`config.mk`:
```
export PLATFORM = sky130hd
export DESIGN_NAME = i3c_target_top
export DESIGN_NICKNAME = d
export VERILOG_FILES = /design/src/i3c_bus_pkg.sv /design/src/target_regs_pkg.sv /design/src/reg_access_if.sv /design/src/i3c_target_fsm.sv /design/src/i3c_target_top.sv /design/src/target_register_bank.sv
export VERILOG_INCLUDE_DIRS = /design/src
export SDC_FILE = /design/constraint.sdc
export NUM_CORES = 1
export LEC_CHECK = 0
export ABC_AREA = 0
export BUFFER_PORTS_ARGS = -buffer_cell sky130_fd_sc_hd__buf_2
export CORE_ASPECT_RATIO = 0.6
export CORE_MARGIN = 2
export CORE_UTILIZATION = 45
export CTS_CLUSTER_DIAMETER = 60
export DETAILED_ROUTE_END_ITERATION = 12
export GPL_TIMING_DRIVEN = 0
export PLACE_DENSITY_LB_ADDON = 0.3
export SYNTH_ARGS = -nofsm -noshare
export SYNTH_HDL_FRONTEND = slang
export SYNTH_HIERARCHICAL = 1
export SYNTH_SLANG_ARGS = --single-unit
```
`constraint.sdc`:
```
create_clock -name scl -period 2.59 [get_ports scl]
set_input_delay 0.1295 -clock scl [delete_from_list [all_inputs] [get_ports scl]]
set_output_delay 0.1295 -clock scl [all_outputs]
set_load 0.005 [all_outputs]
```
`src/i3c_target_config.svh`:
```
// build options for the I3C target, `included by any file that needs the address or register count
`ifndef I3C_TARGET_CONFIG_SVH
`define I3C_TARGET_CONFIG_SVH

// **********************************************************************
// bus identity
// **********************************************************************

// static 7-bit address the target answers to
`define I3C_TARGET_ADDR 7'h27

// **********************************************************************
// register bank
// **********************************************************************

// must stay a power of two so the pointer wraps on its own
`define I3C_REG_COUNT 16

`endif

```
`src/i3c_bus_pkg.sv`:
```
// bus-side types of the I3C target, imported by the frame engine and the testbench
`default_nettype none

package i3c_bus_pkg;

  // **********************************************************************
  // frame phases
  // **********************************************************************

  typedef enum logic [2:0] {
    PH_IDLE     = 3'd0,  // waiting for sda low
    PH_ADDR     = 3'd1,  // 7 address bits + rnw
    PH_ADDR_ACK = 3'd2,  // target pulls sda low on match
    PH_WRITE    = 3'd3,  // controller sends a byte
    PH_READ     = 3'd4,  // target sends a byte
    PH_TBIT     = 3'd5   // 0 = more bytes, 1 = end of frame
  } frame_phase_t;

  // **********************************************************************
  // payload
  // **********************************************************************

  // one byte as it travels on sda, msb first
  typedef logic [7:0] bus_byte_t;

endpackage

`default_nettype wire

```
`src/target_regs_pkg.sv`:
```
// register bank types, imported by the access interface, the bank and the frame engine
`default_nettype none

`include "i3c_target_config.svh"

package target_regs_pkg;

  // pointer width follows the register count
  localparam int REG_IDX_W = $clog2(`I3C_REG_COUNT);

  typedef logic [REG_IDX_W-1:0] reg_index_t;

  typedef logic [7:0] reg_word_t;  // one register

endpackage

`default_nettype wire
```
`src/reg_access_if.sv`:
```
// strobe interface from the frame engine to the register bank, instantiated in the top level
`timescale 1ns/1ps
`default_nettype none

interface reg_access_if;
  import target_regs_pkg::*;

  // single-cycle strobes, no handshake
  logic      ptr_load;  // low bits of wdata become the pointer
  logic      wr_en;     // store wdata, then pointer + 1
  reg_word_t wdata;
  logic      rd_next;   // pointer + 1

  reg_word_t rdata;     // register at the pointer

  modport engine (
    output ptr_load,
    output wr_en,
    output wdata,
    output rd_next,
    input  rdata
  );

  modport bank (
    input  ptr_load,
    input  wr_en,
    input  wdata,
    input  rd_next,
    output rdata
  );

endinterface

`default_nettype wire

```
`src/i3c_target_fsm.sv`:
```
// I3C target frame engine: start, address, ack, data bytes and T-bit, used inside i3c_target_top
`timescale 1ns/1ps
`default_nettype none

`include "i3c_target_config.svh"

module i3c_target_fsm (
  input  logic                   scl,
  input  logic                   reset_n,
  input  logic                   sda_i,
  output logic                   sda_drive_low,
  output logic                   busy,
  output i3c_bus_pkg::bus_byte_t rx_data,
  output logic                   rx_valid,
  reg_access_if.engine           regs
);
  import i3c_bus_pkg::*;
  import target_regs_pkg::*;

  localparam logic [6:0] OWN_ADDR = `I3C_TARGET_ADDR;

  frame_phase_t state_q;
  bus_byte_t    shift_q;
  logic [2:0]   bit_cnt_q;
  logic         rnw_q;         // 1 = read frame
  logic         addr_ok_q;
  logic         first_byte_q;  // next write byte is the pointer

  bus_byte_t    shift_in;
  logic         last_bit;
  logic         load_tx;

  assign shift_in = {shift_q[6:0], sda_i};
  assign last_bit = (bit_cnt_q == 3'd7);

  // fetch the next read byte at the end of the ack slot or after a T-bit of 0
  assign load_tx = rnw_q &&
                   (((state_q == PH_ADDR_ACK) && addr_ok_q) ||
                    ((state_q == PH_TBIT) && !sda_i));

  assign regs.wdata = reg_word_t'(rx_data);

  // **********************************************************************
  // frame sequencing, rising edge
  // **********************************************************************

  always_ff @(posedge scl or negedge reset_n) begin
    if (!reset_n) begin
      state_q       <= PH_IDLE;
      bit_cnt_q     <= 3'd0;
      rnw_q         <= 1'b0;
      addr_ok_q     <= 1'b0;
      first_byte_q  <= 1'b0;
      busy          <= 1'b0;
      rx_valid      <= 1'b0;
      regs.ptr_load <= 1'b0;
      regs.wr_en    <= 1'b0;
      regs.rd_next  <= 1'b0;
    end else begin
      rx_valid      <= 1'b0;
      regs.ptr_load <= 1'b0;
      regs.wr_en    <= 1'b0;
      regs.rd_next  <= load_tx;

      case (state_q)
        PH_IDLE: begin
          if (!sda_i) begin  // start
            state_q   <= PH_ADDR;
            bit_cnt_q <= 3'd0;
          end
        end

        PH_ADDR: begin
          busy      <= 1'b1;
          bit_cnt_q <= bit_cnt_q + 3'd1;
          if (last_bit) begin
            rnw_q     <= sda_i;
            addr_ok_q <= (shift_q[6:0] == OWN_ADDR);
            state_q   <= PH_ADDR_ACK;
          end
        end

        PH_ADDR_ACK: begin
          bit_cnt_q <= 3'd0;
          if (!addr_ok_q) begin  // not ours
            state_q <= PH_IDLE;
            busy    <= 1'b0;
          end else if (rnw_q) begin
            state_q <= PH_READ;
          end else begin
            state_q      <= PH_WRITE;
            first_byte_q <= 1'b1;
          end
        end

        PH_WRITE: begin
          bit_cnt_q <= bit_cnt_q + 3'd1;
          if (last_bit) begin
            rx_valid      <= 1'b1;
            regs.ptr_load <= first_byte_q;
            regs.wr_en    <= !first_byte_q;
            first_byte_q  <= 1'b0;
            state_q       <= PH_TBIT;
          end
        end

        PH_READ: begin
          bit_cnt_q <= bit_cnt_q + 3'd1;
          if (last_bit) state_q <= PH_TBIT;
        end

        PH_TBIT: begin
          bit_cnt_q <= 3'd0;
          if (sda_i) begin  // last byte
            state_q <= PH_IDLE;
            busy    <= 1'b0;
          end else if (rnw_q) begin
            state_q <= PH_READ;
          end else begin
            state_q <= PH_WRITE;
          end
        end

        default: state_q <= PH_IDLE;
      endcase
    end
  end

  // **********************************************************************
  // data path, rising edge
  // **********************************************************************

  always_ff @(posedge scl) begin
    case (state_q)
      PH_ADDR, PH_WRITE: shift_q <= shift_in;
      PH_READ:           shift_q <= {shift_q[6:0], 1'b0};  // next bit to msb
      default: begin
        if (load_tx) shift_q <= bus_byte_t'(regs.rdata);
      end
    endcase

    if ((state_q == PH_WRITE) && last_bit) begin
      rx_data <= shift_in;  // held until the next byte
    end
  end

  // **********************************************************************
  // sda drive, falling edge only
  // **********************************************************************

  always_ff @(negedge scl or negedge reset_n) begin
    if (!reset_n) begin
      sda_drive_low <= 1'b0;
    end else begin
      case (state_q)
        PH_ADDR_ACK: sda_drive_low <= addr_ok_q;
        PH_READ:     sda_drive_low <= ~shift_q[7];
        default:     sda_drive_low <= 1'b0;  // released for T-bit and writes
      endcase
    end
  end

  // line must be free whenever no frame is running
  a_idle_released: assert property (
    @(posedge scl) disable iff (!reset_n)
    ((state_q == PH_IDLE) || !busy) |-> !sda_drive_low
  );

  // at most one bank strobe per edge
  a_one_strobe: assert property (
    @(posedge scl) disable iff (!reset_n)
    $onehot0({regs.ptr_load, regs.wr_en, regs.rd_next})
  );

  a_rx_valid_pulse: assert property (
    @(posedge scl) disable iff (!reset_n)
    rx_valid |=> !rx_valid
  );

endmodule

`default_nettype wire

```
`src/i3c_target_top.sv`:
```
// top level of the I3C target, wires the frame engine to the register bank; sda pin stays outside
`timescale 1ns/1ps
`default_nettype none

module i3c_target_top (
  input  logic                   scl,
  input  logic                   reset_n,
  input  logic                   sda_i,          // sampled bus level
  output logic                   sda_drive_low,  // open-drain pull
  output logic                   busy,
  output i3c_bus_pkg::bus_byte_t rx_data,
  output logic                   rx_valid
);

  // **********************************************************************
  // engine to bank strobes
  // **********************************************************************

  reg_access_if regs_if ();

  // **********************************************************************
  // frame engine
  // **********************************************************************

  i3c_target_fsm u_fsm (
    .scl           (scl),
    .reset_n       (reset_n),
    .sda_i         (sda_i),
    .sda_drive_low (sda_drive_low),
    .busy          (busy),
    .rx_data       (rx_data),
    .rx_valid      (rx_valid),
    .regs          (regs_if)
  );

  // **********************************************************************
  // register bank
  // **********************************************************************

  target_register_bank u_bank (
    .scl     (scl),
    .reset_n (reset_n),
    .regs    (regs_if)
  );

endmodule

`default_nettype wire

```
`src/target_register_bank.sv`:
```
// register array with auto-incrementing pointer, fed by the frame engine through reg_access_if
`timescale 1ns/1ps
`default_nettype none

`include "i3c_target_config.svh"

module target_register_bank (
  input  logic       scl,
  input  logic       reset_n,
  reg_access_if.bank regs
);
  import target_regs_pkg::*;

  reg_word_t  regs_q [`I3C_REG_COUNT];
  reg_index_t ptr_q;

  // **********************************************************************
  // pointer and storage
  // **********************************************************************

  always_ff @(posedge scl or negedge reset_n) begin
    if (!reset_n) begin
      ptr_q <= '0;
      for (int i = 0; i < `I3C_REG_COUNT; i++) begin
        regs_q[i] <= '0;
      end
    end else begin
      if (regs.ptr_load) begin
        ptr_q <= regs.wdata[REG_IDX_W-1:0];  // first byte of a write
      end else if (regs.wr_en) begin
        regs_q[ptr_q] <= regs.wdata;
        ptr_q         <= ptr_q + 1'b1;  // wraps at the count
      end else if (regs.rd_next) begin
        ptr_q <= ptr_q + 1'b1;
      end
    end
  end

  // always the register under the pointer
  assign regs.rdata = regs_q[ptr_q];

  // pointer load only comes from write frames, rd_next only from reads
  a_no_load_on_read: assert property (
    @(posedge scl) disable iff (!reset_n)
    !(regs.ptr_load && regs.rd_next)
  );

endmodule

`default_nettype wire

```
Yosys cells after proc, flatten, opt, wreduce, memory -nomap -nowiden
Index checks and enable logic that the tools add are counted.

Mux-type cells: 34. Magnitude comparators: 2. Equality and inequality tests: 15. Bitwise logic cells: 3. $add $sub $neg: 2. Reduce and logical (&&, ||, !) cells: 24.

Operator list (number): bitwise mux 128 bit (1); binary-select mux 8 bit (select 4 bit) (1); demux 8 bit (select 4 bit) (1); 2-to-1 mux 8 bit (4); 2-to-1 mux 3 bit (7); one-hot mux 8 bit (2 select lines) (1); one-hot mux 3 bit (5 select lines) (1); 2-to-1 mux 4 bit (3); nonzero test 3 bit (4); 2-to-1 mux 1 bit (11); equality test 3 bit, second input constant (3); one-hot mux 3 bit (3 select lines) (1); inequality test 2 x 1 -> 1 bit, second input constant (4); inequality test 2 bit, second input constant (4); equality test 7 x 6 -> 1 bit, second input constant (1); equality test 3 x 2 -> 1 bit, second input constant (2); AND reduction 2 bit (3); AND reduction 3 bit (2); OR reduction 2 bit (3); greater-or-equal comparator 5 bit, second input constant (1); logical AND 1 bit (5); < comparator 5 x 1 -> 1 bit, second input constant (1); NOT 4 -> 5 bit (1); adder 4 x 1 -> 4 bit, second input constant (1); other kinds (11) (14).

Bits in registers: 163. Logic and storage cells: 110.

Depth between registers and ports, before layout
Word-level depth: 6. Mapped depth: 7.

Hierarchy
Netlist, hierarchy kept.

Modules (own cells, without submodules): target_register_bank (area an instance 6344.8 um^2, instances 1, seq. area each 3303.2 um^2, cells each 389); i3c_target_fsm (area an instance 1425.1 um^2, instances 1, seq. area each 855.8 um^2, cells each 113).

==> results.yml <==
floorplanning:
  initial_utilization: 0.4561
  placementRows: 37
  die_w_um: 173.6
  boundaryPins: 14
  die_y_um: 105.8
  coreArea_um2: 17040
  die_area_um2: 18370
final_layout:
  post_route_cells_drive_above_1_share: 0.4664
  syn2layout_area_growth_pct: 13.51
  layout.cells.most_common: "dfrtp_1"
  ff_latch_area_um2: 4159
  layout_common_cells: "dfrtp_1 (146), mux2_2 (128), buf_2 (19), mux4_2 (19)"
  finish.cell_count_without_fillers: 786
  nets: 547
  multiInputGateArea_um2: 3343
  fillCellCount: 1455
sta:
  grt_setup_unrepaired: "false"
  finalCritPeriodShare: 0.9428
  setup_slack_after_layout_ps: 148.1
  fmax_mhz: 412.8
  timing_hold_violations_final: 0
  setup-violations-final: 0
  slew_headroom: 0.1124
  worst-slew-pin-transition_ps: 1317
  maxSlewViolCount: 0
  clock_skew_ps: 26.26
  period_minus_slack_ps: 2442
synth:
  synth-compound-area-share: 0.04428
  yosysTopAreaCellShare: 0.4702
  synthFlopType: "dfrtp_1"
  fraction_of_the_mapped_netlist_area_in_adder_cells: 0.009662
  synth_simple_gate_area_frac: 0.06795
  synth_sequential_area_ratio: 0.5353
  syn_area_per_cell_um2: 15.48
  synth_top_cells_by_area: "dfrtp_1 (47%), mux2_2 (19%), edfxtp_1 (6.2%), mux4_2 (5.5%), mux4_1 (4.1%)"
  post_synth_inst_count: 502
  syn-cell-area_um2: 7770
  synth_area_leader_cell: "dfrtp_1"
  synthesis.yosys.warnings: 6
  synth_fp_nets: 511
  synth_enable_flop_cells: 16
  synth.mux.area_fraction: 0.3039
  postSynth.asyncResetShare: 0.9018
  synth.ff_latch_count: 163
  synth_top_family_by_area: "multiplexers"
  synth_cell_type_count: 56
  yosys.area_share.xor_xnor: 0.004509
detailed_routing:
  detailedRoute.firstPassIterationCount: 5
  routed-via-count: 4533
  via_per_inst: 5.767
  drt-initial-drc-count: 401
  wl_per_cell_um: 23.12
  remaining_drc_errors: 0
  drt-total-wl_um: 18180
  final_antenna_net_count: 0
worst_setup_path:
  cp_peak_stage_delay_ps: 410
  cp_cell_sequence: "buf_2 -> buf_2 -> nor2b_1"
  timing.critical_path.max_delay_family: "buffers and inverters"
  worst_r2r_path_depth: 3
  cp.arrival_ps: 1390
  crit_path_frequent_cell: "buf_2"
  critical-path-slowest-cell: "dfrtp_1"
  timing.critical_path.fanout_max: 10
  required_ps: 1540
  worstSetupStartpointType: "register"
  timing.rr.end: "u_fsm/sda_drive_low"
  worst_r2r_startpoint: "u_fsm/state_q[0]"
  worst_reg2reg_setup_slack_ps: 150
  worstPathBufferInverterCount: 2
  worst-path-stages: 3
  crit_path_end_kind: "register"
  timing_worst_setup_path_type: "reg2reg"
clock_tree:
  cts.root.buffer_cell: "clkbuf_16"
  cts_tree: "built"
  numCtsBuffers: 17
  clock-sinks: 163
  clock_latency_ps: 430
  htree_levels: 4
  cts.clk_slew.worst_paths_ps: 70
  cts-root-to-sink-buffers: 2
  cts.repair.resized: 0
power_and_ir_drop:
  vdd_ir_drop_max_mv: 0.4395
  static-leakage-power_nw: 4.207
  netSwitchingPower_w: 0.002312
  internal_power_of_the_cells_w: 0.005308
  sequential_power_share: 0.425
  share_comb_of_total_power: 0.238
  share_clk_of_total_power: 0.337
  sw_frac_of_total: 0.3034
  fin_total_pwr_w: 0.007620
  pwr_density_cell_nw_per_um2: 863.9
global_routing:
  global_route.usage.total: 0.2140
  total_grt_overflow: 0
  antenna_found_initial: 1
  grt_max_degree: 80
  grt_pass1_vias: 4747
  grt_first_pass_wirelength_um: 28620
placed_design:
  place.detailed.instances: 750
  gpl.final_weighted_congestion: 0.8514
  dpl_worst_slack_ps: 82.32
  dp_hpwl_um: 12420
  numPortBuffers: 13
hold_path:
  worstHoldPathType: "in2async"
run:
  timing.max_cap.violations: 0
outcome:
  run_status: "finished clean"
## worst reg2reg max path: cells and delay by family, from the launching register on
kind | cells | cell delay [ps]
buffers and inverters | 2 | 490
flip-flops | 1 | 410
AND/OR/NAND/NOR | 1 | 70
## power by group through the flow
stage	Clock, W	Sequential [W]	Combinational, W
floorplan	0	0.00319	0.00136
global placement	0	0.00326	0.00173
detailed placement	0	0.00328	0.00179
CTS	0.00262	0.00323	0.00181
global route	0.00274	0.00329	0.00195
finish	0.00256	0.00324	0.00181
## cell usage after synthesis (all sizes together) (2+ instances only)
| cell type | n |
|---|---|
| a21oi | 10 |
| a221oi | 2 |
| a22oi | 18 |
| and2 | 2 |
| buf | 25 |
| clkbuf | 11 |
| dfrtp | 146 |
| edfxtp | 16 |
| ha | 6 |
| inv | 5 |
| mux2 | 137 |
| mux2i | 2 |
| mux4 | 32 |
| nand2 | 20 |
| nand2b | 5 |
| nand3b | 6 |
| nand4b | 2 |
| nor2 | 19 |
| nor2b | 4 |
| nor3 | 3 |
| nor3b | 4 |
| o21ai | 9 |
| or3b | 2 |
| xnor2 | 2 |
| xor2 | 2 |
## flip-flops by register name, summed over array words and instances, names as in the netlist
register and flops:
u_fsm/regs.ptr_load 1, u_fsm/addr_ok_q 1, u_fsm/shift_q 8, u_fsm/rx_valid 1, u_fsm/regs.wr_en 1, u_fsm/regs.wdata 8, u_fsm/bit_cnt_q 3, u_fsm/busy 1
u_fsm/regs.rd_next 1, u_fsm/rnw_q 1, u_fsm/sda_drive_low 1, u_fsm/first_byte_q 1, u_fsm/state_q 3, u_bank/regs_q 128, u_bank/ptr_q 4
## cell type report
class	count	area share
Antenna cell	1	0.0002837
Buffer	35	0.02781
Clock buffer	17	0.04823
Clock inverter	15	0.01972
Inverter	5	0.002128
Multi-Input combinational cell	298	0.3791
Sequential cell	163	0.4716
Tap cell	234	0.03320
Timing Repair Buffer	18	0.01802
## per-stage QoR
step / setup TNS, ps / hold slack, ps / instance area (µm²) / util
floorplan: 0 / -166.1 / 7770 / -
global placement: -81080 / 418.5 / 8128 / 0.4771
detailed placement: 0 / 178.8 / 8162 / 0.4791
CTS: 0 / 298.2 / 8781 / 0.5154
global route: 0 / 339.8 / 8817 / 0.5176
finish: 0 / 272.8 / 8820 / 0.5177
## logic make-up (layout without fill, tap and decap cells)
| logic type | after synthesis | in the layout |
|---|---|---|
| mux | 171 | 171 |
| flops | 163 | 163 |
| simple gates | 68 | 68 |
| compound gates | 49 | 49 |
| buf+inv | 41 | 90 |
| fa+ha+maj | 6 | 6 |
| xor+xnor | 4 | 4 |
| other cells | 0 | 1 |
## how the worst max path moves through the flow
stage / startpoint / endpoint / slack, ps
floorplan: u_fsm/state_q[1] / u_fsm/sda_drive_low / 330
global placement: reset_n / u_fsm/sda_drive_low / -1690
detailed placement: u_bank/ptr_q[1] / u_bank/regs_q[94] / 80
CTS: u_bank/ptr_q[1] / u_bank/regs_q[94] / 60
global route: u_fsm/state_q[2] / u_fsm/shift_q[7] / 40
finish: u_fsm/state_q[0] / u_fsm/sda_drive_low / 150
## per-layer routing
layer,GRT usage,vias to the layer above,part of all wire
met5,0,-,0
met4,0.05162,0,0.0092
met3,0.05556,12,0.054
met2,0.3091,105,0.44
met1,0.3231,2463,0.49
li1,-,1953,-
## timing repair
action | in CTS | in global routing
setup endpoints to repair | 0 | 19
buffers inserted | 0 | 2
hold endpoints to repair | 69 | 0
hold buffers | 2 | 0
Note: power is estimated with default switching activity, not from simulation.
